## src/include/issue_cfg.svh

```systemverilog
`ifndef ISSUE_CFG_SVH
`define ISSUE_CFG_SVH

// Datapath and reorder-buffer sizing
`define ISSUE_XLEN       32
`define ISSUE_ROB_TAG_W  3                        // Tag 0 reserved for "value valid"
`define ISSUE_ROB_DEPTH  (1 << `ISSUE_ROB_TAG_W)
`define ISSUE_NUM_REGS   32

// Major opcodes of the kept instruction classes
`define ISSUE_OPC_LUI    7'b0110111
`define ISSUE_OPC_AUIPC  7'b0010111
`define ISSUE_OPC_OP_IMM 7'b0010011
`define ISSUE_OPC_OP     7'b0110011
`define ISSUE_OPC_LOAD   7'b0000011

`endif

```

## src/design/issue_pkg.sv

```systemverilog
`default_nettype none

`include "issue_cfg.svh"

package issue_pkg;

    typedef logic [`ISSUE_XLEN-1:0]      word_t;
    typedef logic [`ISSUE_ROB_TAG_W-1:0] rob_tag_t;
    typedef logic [4:0]                  reg_idx_t;

    // {funct7[5], funct3}
    typedef logic [3:0]  alu_op_t;
    typedef logic [2:0]  mem_op_t;     // Load width and sign, straight from funct3
    typedef logic [11:0] ld_offset_t;

    // Instruction classes the issue stage knows about
    typedef enum logic [2:0] {
        CLASS_LUI,
        CLASS_AUIPC,
        CLASS_OP_IMM,
        CLASS_OP,
        CLASS_LOAD,
        CLASS_NONE      // Anything else, dropped at issue
    } instr_class_t;

    // No producer pending, operand value is valid
    localparam rob_tag_t TAG_NONE = '0;

endpackage

`default_nettype wire

```

## src/design/instr_field_decode.sv

```systemverilog
`default_nettype none

`include "issue_cfg.svh"

module instr_field_decode (
    input  issue_pkg::word_t        inst,
    output issue_pkg::instr_class_t inst_class,
    output issue_pkg::reg_idx_t     rd,
    output issue_pkg::reg_idx_t     rs1,
    output issue_pkg::reg_idx_t     rs2,
    output issue_pkg::alu_op_t      alu_op,
    output issue_pkg::word_t        imm_value,
    output issue_pkg::ld_offset_t   load_offset,
    output logic                    uses_rs2
);
    import issue_pkg::*;

    logic [6:0] opcode;
    logic [2:0] funct3;
    logic       is_shift;
    word_t      imm_i;
    word_t      imm_u;
    word_t      shamt;

    assign opcode   = inst[6:0];
    assign funct3   = inst[14:12];
    assign rd       = inst[11:7];
    assign rs1      = inst[19:15];
    assign rs2      = inst[24:20];
    assign is_shift = (funct3 == 3'b001) || (funct3 == 3'b101);    // SLLI, SRLI, SRAI

    assign imm_i = {{(`ISSUE_XLEN-12){inst[31]}}, inst[31:20]};
    assign imm_u = {inst[31:12], {(`ISSUE_XLEN-20){1'b0}}};
    assign shamt = {{(`ISSUE_XLEN-5){1'b0}}, inst[24:20]};

    assign load_offset = inst[31:20];
    assign uses_rs2    = (inst_class == CLASS_OP);   // Only R-type reads a second register

    always_comb begin
        case (opcode)
            `ISSUE_OPC_LUI:    inst_class = CLASS_LUI;
            `ISSUE_OPC_AUIPC:  inst_class = CLASS_AUIPC;
            `ISSUE_OPC_OP_IMM: inst_class = CLASS_OP_IMM;
            `ISSUE_OPC_OP:     inst_class = CLASS_OP;
            `ISSUE_OPC_LOAD:   inst_class = CLASS_LOAD;
            default:           inst_class = CLASS_NONE;
        endcase
    end

    // Second operand and ALU op per class
    always_comb begin
        alu_op    = '0;     // AUIPC adds, op 0
        imm_value = '0;
        case (inst_class)
            CLASS_LUI, CLASS_AUIPC: imm_value = imm_u;
            CLASS_OP_IMM: begin
                if (is_shift) begin
                    alu_op    = {inst[30], funct3};   // Bit 30 picks SRAI over SRLI
                    imm_value = shamt;
                end else begin
                    alu_op    = {1'b0, funct3};
                    imm_value = imm_i;
                end
            end
            CLASS_OP: alu_op = {inst[30], funct3};
            default: ;
        endcase
    end

endmodule

`default_nettype wire

```

## src/design/operand_lookup.sv

```systemverilog
`default_nettype none

`include "issue_cfg.svh"

module operand_lookup (
    input  issue_pkg::reg_idx_t src,
    input  issue_pkg::rob_tag_t regfile_tag [`ISSUE_NUM_REGS],
    input  issue_pkg::word_t    regfile_data [`ISSUE_NUM_REGS],
    input  issue_pkg::word_t    rob_values [`ISSUE_ROB_DEPTH],
    input  logic                rob_ready [`ISSUE_ROB_DEPTH],
    input  issue_pkg::rob_tag_t cdb_alu_tag,
    input  issue_pkg::word_t    cdb_alu_value,
    input  issue_pkg::rob_tag_t cdb_mem_tag,
    input  issue_pkg::word_t    cdb_mem_value,
    input  logic                last_rob_enabled,
    input  issue_pkg::reg_idx_t last_rob_dest,
    input  logic                last_value_ready,
    input  issue_pkg::word_t    last_rob_value,
    input  issue_pkg::rob_tag_t last_tag,
    output issue_pkg::word_t    value,
    output issue_pkg::rob_tag_t tag
);
    import issue_pkg::*;

    rob_tag_t table_tag;

    assign table_tag = regfile_tag[src];

    always_comb begin
        value = '0;
        tag   = table_tag;
        // Last issued instruction has not reached the tag table yet
        if (last_rob_enabled && (last_rob_dest == src)) begin
            if (last_value_ready) begin
                value = last_rob_value;     // LUI result known at issue
                tag   = TAG_NONE;
            end else begin
                tag = last_tag;
            end
        end else if (table_tag == TAG_NONE) begin
            value = regfile_data[src];
        end else if (cdb_alu_tag == table_tag) begin
            value = cdb_alu_value;
            tag   = TAG_NONE;
        end else if (cdb_mem_tag == table_tag) begin
            value = cdb_mem_value;
            tag   = TAG_NONE;
        end else if (rob_ready[table_tag]) begin
            value = rob_values[table_tag];  // Finished but not yet committed
            tag   = TAG_NONE;
        end
    end

endmodule

`default_nettype wire

```

## src/design/issue_control.sv

```systemverilog
`default_nettype none

module issue_control (
    input  logic                    clk_in,
    input  logic                    reset,
    input  logic                    flush,
    input  logic                    inst_valid,
    input  issue_pkg::word_t        inst,
    input  issue_pkg::word_t        inst_pc,
    input  issue_pkg::rob_tag_t     rob_id,
    input  logic                    rob_full,
    input  logic                    alu_full,
    input  logic                    load_full,
    input  issue_pkg::instr_class_t inst_class,
    input  issue_pkg::reg_idx_t     rd,
    input  issue_pkg::alu_op_t      dec_alu_op,
    input  issue_pkg::word_t        imm_value,
    input  issue_pkg::ld_offset_t   dec_offset,
    input  logic                    uses_rs2,
    input  issue_pkg::word_t        rs1_value,
    input  issue_pkg::rob_tag_t     rs1_tag,
    input  issue_pkg::word_t        rs2_value,
    input  issue_pkg::rob_tag_t     rs2_tag,
    output issue_pkg::word_t        cur_inst,
    output issue_pkg::word_t        cur_pc,
    output logic                    fetch_redirect,
    output issue_pkg::word_t        fetch_pc,
    output logic                    rob_enabled,
    output logic                    rob_value_ready,
    output issue_pkg::word_t        rob_value,
    output issue_pkg::reg_idx_t     rob_dest,
    output logic                    regfile_enabled,
    output issue_pkg::reg_idx_t     regfile_reg,
    output issue_pkg::rob_tag_t     regfile_tag_out,
    output logic                    alu_enabled,
    output issue_pkg::alu_op_t      alu_op,
    output issue_pkg::word_t        alu_vj,
    output issue_pkg::word_t        alu_vk,
    output issue_pkg::rob_tag_t     alu_qj,
    output issue_pkg::rob_tag_t     alu_qk,
    output issue_pkg::rob_tag_t     alu_dest,
    output logic                    load_enabled,
    output issue_pkg::mem_op_t      load_op,
    output issue_pkg::word_t        load_vj,
    output issue_pkg::rob_tag_t     load_qj,
    output issue_pkg::rob_tag_t     load_dest,
    output issue_pkg::ld_offset_t   load_offset
);
    import issue_pkg::*;

    logic  retrying;
    word_t held_inst;
    word_t held_pc;
    logic  issue_req;
    logic  known;
    logic  needs_alu;
    logic  is_load;
    logic  stall;
    logic  stall_hit;
    logic  issue_go;

    // While retrying the decode sees the held instruction
    assign cur_inst = retrying ? held_inst : inst;
    assign cur_pc   = retrying ? held_pc : inst_pc;

    assign issue_req = retrying || inst_valid;     // Fetch strobe ignored during retry
    assign known     = (inst_class != CLASS_NONE);
    assign needs_alu = (inst_class == CLASS_AUIPC) || (inst_class == CLASS_OP_IMM) ||
                       (inst_class == CLASS_OP);
    assign is_load   = (inst_class == CLASS_LOAD);

    // LUI only needs a ROB slot
    assign stall     = rob_full || (needs_alu && alu_full) || (is_load && load_full);
    assign stall_hit = issue_req && known && stall;
    assign issue_go  = issue_req && known && !stall;

    always_ff @(posedge clk_in) begin
        if (reset || flush) begin
            retrying        <= 1'b0;
            fetch_redirect  <= 1'b0;
            rob_enabled     <= 1'b0;
            regfile_enabled <= 1'b0;
            alu_enabled     <= 1'b0;
            load_enabled    <= 1'b0;
        end else begin
            retrying        <= stall_hit;   // Cleared by the first edge that issues
            fetch_redirect  <= stall_hit;   // Refetch from the instruction after the held one
            rob_enabled     <= issue_go;
            regfile_enabled <= issue_go;
            alu_enabled     <= issue_go && needs_alu;
            load_enabled    <= issue_go && is_load;
        end
    end

    // Payloads only mean something alongside their enables
    always_ff @(posedge clk_in) begin
        if (issue_req) begin
            held_inst <= cur_inst;
            held_pc   <= cur_pc;
            fetch_pc  <= cur_pc + word_t'(4);

            rob_value_ready <= (inst_class == CLASS_LUI);
            rob_value       <= (inst_class == CLASS_LUI) ? imm_value : '0;
            rob_dest        <= rd;
            regfile_reg     <= rd;
            regfile_tag_out <= rob_id;

            alu_op   <= dec_alu_op;
            alu_vj   <= (inst_class == CLASS_AUIPC) ? cur_pc : rs1_value;
            alu_qj   <= (inst_class == CLASS_AUIPC) ? TAG_NONE : rs1_tag;
            alu_vk   <= uses_rs2 ? rs2_value : imm_value;    // Immediate forms carry no tag
            alu_qk   <= uses_rs2 ? rs2_tag : TAG_NONE;
            alu_dest <= rob_id;

            load_op     <= cur_inst[14:12];
            load_vj     <= rs1_value;   // Base address
            load_qj     <= rs1_tag;
            load_dest   <= rob_id;
            load_offset <= dec_offset;
        end
    end

endmodule

`default_nettype wire

```

## src/design/issue_unit_top.sv

```systemverilog
`default_nettype none

`include "issue_cfg.svh"

module issue_unit_top (
    input  logic                  clk_in,
    input  logic                  reset,
    input  logic                  flush,
    input  logic                  inst_valid,
    input  issue_pkg::word_t      inst,
    input  issue_pkg::word_t      inst_pc,
    input  issue_pkg::rob_tag_t   rob_id,
    input  logic                  rob_full,
    input  logic                  alu_full,
    input  logic                  load_full,
    input  issue_pkg::rob_tag_t   regfile_tag [`ISSUE_NUM_REGS],
    input  issue_pkg::word_t      regfile_data [`ISSUE_NUM_REGS],
    input  issue_pkg::word_t      rob_values [`ISSUE_ROB_DEPTH],
    input  logic                  rob_ready [`ISSUE_ROB_DEPTH],
    input  issue_pkg::rob_tag_t   cdb_alu_tag,
    input  issue_pkg::word_t      cdb_alu_value,
    input  issue_pkg::rob_tag_t   cdb_mem_tag,
    input  issue_pkg::word_t      cdb_mem_value,
    output logic                  fetch_redirect,
    output issue_pkg::word_t      fetch_pc,
    output logic                  rob_enabled,
    output logic                  rob_value_ready,
    output issue_pkg::word_t      rob_value,
    output issue_pkg::reg_idx_t   rob_dest,
    output logic                  regfile_enabled,
    output issue_pkg::reg_idx_t   regfile_reg,
    output issue_pkg::rob_tag_t   regfile_tag_out,
    output logic                  alu_enabled,
    output issue_pkg::alu_op_t    alu_op,
    output issue_pkg::word_t      alu_vj,
    output issue_pkg::word_t      alu_vk,
    output issue_pkg::rob_tag_t   alu_qj,
    output issue_pkg::rob_tag_t   alu_qk,
    output issue_pkg::rob_tag_t   alu_dest,
    output logic                  load_enabled,
    output issue_pkg::mem_op_t    load_op,
    output issue_pkg::word_t      load_vj,
    output issue_pkg::rob_tag_t   load_qj,
    output issue_pkg::rob_tag_t   load_dest,
    output issue_pkg::ld_offset_t load_offset
);

    issue_pkg::word_t        cur_inst;
    issue_pkg::word_t        cur_pc;
    issue_pkg::instr_class_t inst_class;
    issue_pkg::reg_idx_t     rd;
    issue_pkg::reg_idx_t     rs1;
    issue_pkg::reg_idx_t     rs2;
    issue_pkg::alu_op_t      dec_alu_op;
    issue_pkg::word_t        imm_value;
    issue_pkg::ld_offset_t   dec_offset;
    logic                    uses_rs2;
    issue_pkg::word_t        rs1_value;
    issue_pkg::rob_tag_t     rs1_tag;
    issue_pkg::word_t        rs2_value;
    issue_pkg::rob_tag_t     rs2_tag;

    instr_field_decode u_decode (
        .inst        (cur_inst),
        .inst_class  (inst_class),
        .rd          (rd),
        .rs1         (rs1),
        .rs2         (rs2),
        .alu_op      (dec_alu_op),
        .imm_value   (imm_value),
        .load_offset (dec_offset),
        .uses_rs2    (uses_rs2)
    );

    // Same lookup for both sources, bypassing from the registered issue outputs
    operand_lookup u_lookup_rs1 (
        .src              (rs1),
        .regfile_tag      (regfile_tag),
        .regfile_data     (regfile_data),
        .rob_values       (rob_values),
        .rob_ready        (rob_ready),
        .cdb_alu_tag      (cdb_alu_tag),
        .cdb_alu_value    (cdb_alu_value),
        .cdb_mem_tag      (cdb_mem_tag),
        .cdb_mem_value    (cdb_mem_value),
        .last_rob_enabled (rob_enabled),
        .last_rob_dest    (rob_dest),
        .last_value_ready (rob_value_ready),
        .last_rob_value   (rob_value),
        .last_tag         (regfile_tag_out),
        .value            (rs1_value),
        .tag              (rs1_tag)
    );

    operand_lookup u_lookup_rs2 (
        .src              (rs2),
        .regfile_tag      (regfile_tag),
        .regfile_data     (regfile_data),
        .rob_values       (rob_values),
        .rob_ready        (rob_ready),
        .cdb_alu_tag      (cdb_alu_tag),
        .cdb_alu_value    (cdb_alu_value),
        .cdb_mem_tag      (cdb_mem_tag),
        .cdb_mem_value    (cdb_mem_value),
        .last_rob_enabled (rob_enabled),
        .last_rob_dest    (rob_dest),
        .last_value_ready (rob_value_ready),
        .last_rob_value   (rob_value),
        .last_tag         (regfile_tag_out),
        .value            (rs2_value),
        .tag              (rs2_tag)
    );

    // Port names match the top and the wires above
    issue_control u_control (.*);

endmodule

`default_nettype wire

```

## config.mk

```make
export PLATFORM = sky130hd
export DESIGN_NAME = issue_unit_top
export DESIGN_NICKNAME = d
export VERILOG_FILES = /design/src/design/issue_pkg.sv /design/src/design/instr_field_decode.sv /design/src/design/operand_lookup.sv /design/src/design/issue_control.sv /design/src/design/issue_unit_top.sv
export VERILOG_INCLUDE_DIRS = /design/src /design/src/include
export SDC_FILE = /design/constraint.sdc
export NUM_CORES = 2
export LEC_CHECK = 0
export ABC_AREA = 1
export BUFFER_PORTS_ARGS = -buffer_cell sky130_fd_sc_hd__buf_2
export CORE_AREA = 3 3 672 674
export CTS_CLUSTER_DIAMETER = 30
export DETAILED_ROUTE_END_ITERATION = 7
export DIE_AREA = 0 0 675 677
export PLACE_DENSITY_LB_ADDON = 0.12
export SETUP_SLACK_MARGIN = 0.2
export SYNTH_ARGS = -nofsm -noshare
export SYNTH_HDL_FRONTEND = slang
export SYNTH_SLANG_ARGS = --single-unit
```

## constraint.sdc

```tcl
create_clock -name clk_in -period 6.6 [get_ports clk_in]
set_clock_uncertainty 0.05 [all_clocks]
set_input_delay 1.32 -clock clk_in [delete_from_list [all_inputs] [get_ports clk_in]]
set_output_delay 1.32 -clock clk_in [all_outputs]
set_load 0.02 [all_outputs]
```

==> flow_summary_export.csv <==
group,metric,value,unit
grt,grt_antenna_before_repair,414,
critical_path,worst_ep_required_time,6860,ps
worst_hold_path,min_delay_path_depth,2,
clock_network,hold_buffers_post_cts,0,
sta,final_slew_violations,0,
logic_synthesis,yosys_warnings,0,
power_and_ir_drop,total_power,11.2,mW
critical_path,critPathSlowestCell,"o21ai_4",
logic_synthesis,commonest_register_cell_after_synthesis,"edfxtp_1",
finish,finish.cell_count_without_fillers,14500,
route,drt.antenna.violating_nets,0,
route,avgViaCountPerCell,4.13,
logic_synthesis,sequential_cell_area_fraction_in_the_yosys_report,0.183,
route,detail_route.iter0.violations,5251,
sta,timing.final.hold_violations,0,
sta,grt_setup_unrepaired,"no",
route,via_count,59900,
floorplan,floorplan.rows,245,
finish,drive_gt1_frac,0.264,
grt,globalRouteOverflowTotal,0,
clock_network,number_of_sinks_driven_by_the_clock_tree,243,
critical_path,critical-path-top-cell-by-count,"nand3_1",
floorplan,start_util,0.0891,
floorplan,die_width,675,um
critical_path,cp_data_arrival_time,6130,ps
critical_path,ff2ff_setup_slack,730,ps
worst_hold_path,worstHoldEndpoint,"u_control.held_inst[1]",
logic_synthesis,total_of_flip_flops_plus_latches_after_synthesis,243,
route,detailedRoute.firstPassIterationCount,5,
critical_path,critPathMaxStageDelay,840,ps
clock_network,cts_tree,"built",
finish,layout.nets,9823,
power_and_ir_drop,power_leakage,24.4,nW
route,route.detailed.wl_per_inst,33.0,um
grt,largest_net_degree_at_the_start_of_global_routing,122,
grt,grt_first_pass_wirelength,610000,um
worst_hold_path,min-delay-start,"u_control.held_inst[1]",
placed_design,io_buffers,1740,
critical_path,r2r.worst_path.cells,18,
critical_path,timing.rr.end,"u_control.alu_vk[11]",
clock_network,clkSlewWorstSetupHoldPaths,50,ps
logic_synthesis,synth_cell_type_count,47,
flow_run,cap_viol_max_count,0,
clock_network,cts_buffer_depth,3,
critical_path,critical_path.reg2reg.startpoint,"u_control.fetch_redirect",
run_status,outcome,"finished, final reports clean",
route,remaining_drc_errors,0,
critical_path,setup.worst_path.end_class,"flip-flop",
finish,area.growth.synth_to_final,46.6,%
floorplan,core_region_area,445000,um^2
critical_path,path_class,"reg -> reg",
sta,fin_setup_tns,0,ps
placed_design,gp_congestion,0.855,
power_and_ir_drop,powerDensity,193,nW/um^2
sta,fin_crit,5870,ps
placed_design,dp_hpwl,398000,um
grt,global_route.usage.total,0.200,
route,totalWireLength,480000,um
clock_network,ctsRootBufferMaster,"clkbuf_16",
floorplan,design.die.area,457000,um^2
clock_network,clk-insertion-delay-late,690,ps
sta,max_slew_margin,0.162,
power_and_ir_drop,vdd_drop_max,199,uV
logic_synthesis,postSynth.asyncResetShare,0,
floorplan,io-pin-count,1741,
worst_hold_path,min_path_type,"reg -> reg",
clock_network,cts_repair_resize_count,0,
grt,grt_pass1_vias,58700,
logic_synthesis,netlist_instances,6959,
logic_synthesis,synthesis.area,39700,um^2
critical_path,crit_path_start_kind,"flip-flop",
floorplan,die_h,677,um
logic_synthesis,synth-edff-count,239,
critical_path,worstPathCellList,"inv_2 > o21ai_4 > inv_6 > nand3_1 > nand3_1 > nand3_4 > buf_4 > nand3_1 > nand3_1 > o21ai_1 > nand2_1 > nand2_2 > nand3_1 > nand2_1 > nand3_1 > nand2_1 > nand3_1 > nand2_1",
clock_network,cts_made_buffers,82,
clock_network,cts.repair_timing.setup_buffer_count,0,
clock_network,cts-htree-levels,3,
sta,upper_clock_frequency_limit,170,MHz
logic_synthesis,syn_avg_cell_area,5.71,um^2
sta,finalCritPeriodShare,0.889,
sta,timing.final.setup_violations,0,
critical_path,critPathMaxFanout,53,
sta,least_margin_pin_slew,1250,ps
placed_design,dp_cells,14100,
-- where the power goes --
part | internal (mW) | leakage, nW | switching [mW] | total, mW
registers | 1.91 | 2.41 | 0.116 | 2.02
clock network | 2.63 | 1.35 | 1.35 | 3.98
logic | 1.41 | 20.7 | 3.81 | 5.22
-- flip-flops by register name (all words and copies together) (netlist names), 4 cells and up --
| signal | count |
|---|---|
| u_control.held_inst | 32 |
| u_control.load_vj | 32 |
| u_control.alu_op | 4 |
| u_control.fetch_pc | 30 |
| u_control.alu_vj | 32 |
| u_control.alu_vk | 32 |
| u_control.held_pc | 32 |
| u_control.rob_value | 32 |
-- placed cells by master (no fill, tap or decap), types with 12 or more instances in the layout --
cell type,netlist,routed
or2_2,60,60
edfxtp_1,239,239
xor2_1,29,29
conb_1,1,12
nand2_1,1176,1172
clkinv_1,1,13
diode_2,0,237
buf_12,0,45
buf_4,76,160
a21oi_1,611,611
nand4_1,16,16
clkinv_2,0,26
o21ai_0,1214,1211
o221ai_1,55,55
o211ai_1,471,471
nor2_1,759,757
clkbuf_16,0,82
o21ai_1,12,13
nand3_1,876,876
nand3b_1,20,20
inv_1,506,500
buf_2,162,1740
o22ai_1,100,100
-- Yosys cell counts, types with 60 or more instances --
library cell / n / area (um^2)
o21ai_0: 1214 / 6080
nand2_1: 1176 / 4410
nand3_1: 876 / 4380
nor2_1: 759 / 2850
a21oi_1: 611 / 3060
inv_1: 506 / 1900
o211ai_1: 471 / 3540
clkbuf_1: 382 / 1430
edfxtp_1: 239 / 7180
buf_2: 162 / 811
o22ai_1: 100 / 626
buf_4: 76 / 571
or2_2: 60 / 375
-- stage by stage --
stage / hold slack, ps / setup slack, ps / util / area [um^2]
5_1_grt: 547 / 341 / 0.130 / 58000
2_1_floorplan: 465 / 1110 / - / 39800
4_1_cts: 511 / 485 / 0.129 / 57600
6_report: 512 / 731 / 0.131 / 58200
3_5_place_dp: 497 / 460 / 0.123 / 54900
3_3_place_gp: 507 / 411 / 0.123 / 54900
-- worst max-delay path: cells and delay by family (launching register included) --
family	cells	cell delay (ps)
simple gates	13	2370
buf+inv	3	1380
compound gates	2	940
flops	1	650
-- routing by layer --
metal | vias to the layer above | global-route usage | part of all wire
met4 | 138 | 0.0650 | 0.033
met1 | 29300 | 0.244 | 0.42
met5 | - | 0 | 0.0018
met2 | 2689 | 0.354 | 0.50
met3 | 711 | 0.0317 | 0.052
li1 | 27100 | - | -
-- kinds of logic after synthesis --
| logic type | synth area share |
|---|---|
| compound gates | 0.353 |
| fa+ha+maj | 0.000315 |
| buf+inv | 0.133 |
| flops | 0.183 |
| mux | 0.000252 |
| simple gates | 0.321 |
| other cells | 0.0000944 |
| xor+xnor | 0.00920 |
-- final cells by class --
type,count,area (um^2)
Sequential cell,243,7260
Fill cell,52800,387000
Inverter,518,1980
Clock inverter,60,687
Tap cell,5928,7420
Timing Repair Buffer,1945,10800
Multi-Input combinational cell,5504,27400
Clock buffer,91,2090
Antenna cell,237,593
-- worst max-delay path by stage --
stage	startpoint	endpoint	slack, ps
2_1_floorplan	inst_valid	u_control.alu_op[0]	1110
3_3_place_gp	inst[22]	u_control.alu_vk[11]	410
3_5_place_dp	inst[22]	u_control.alu_vk[11]	460
4_1_cts	u_control.fetch_redirect	u_control.alu_vk[11]	490
5_1_grt	u_control.fetch_redirect	u_control.alu_vk[11]	340
6_report	u_control.fetch_redirect	u_control.alu_vk[11]	730
No activity file was read; power rests on OpenSTA's default activity.
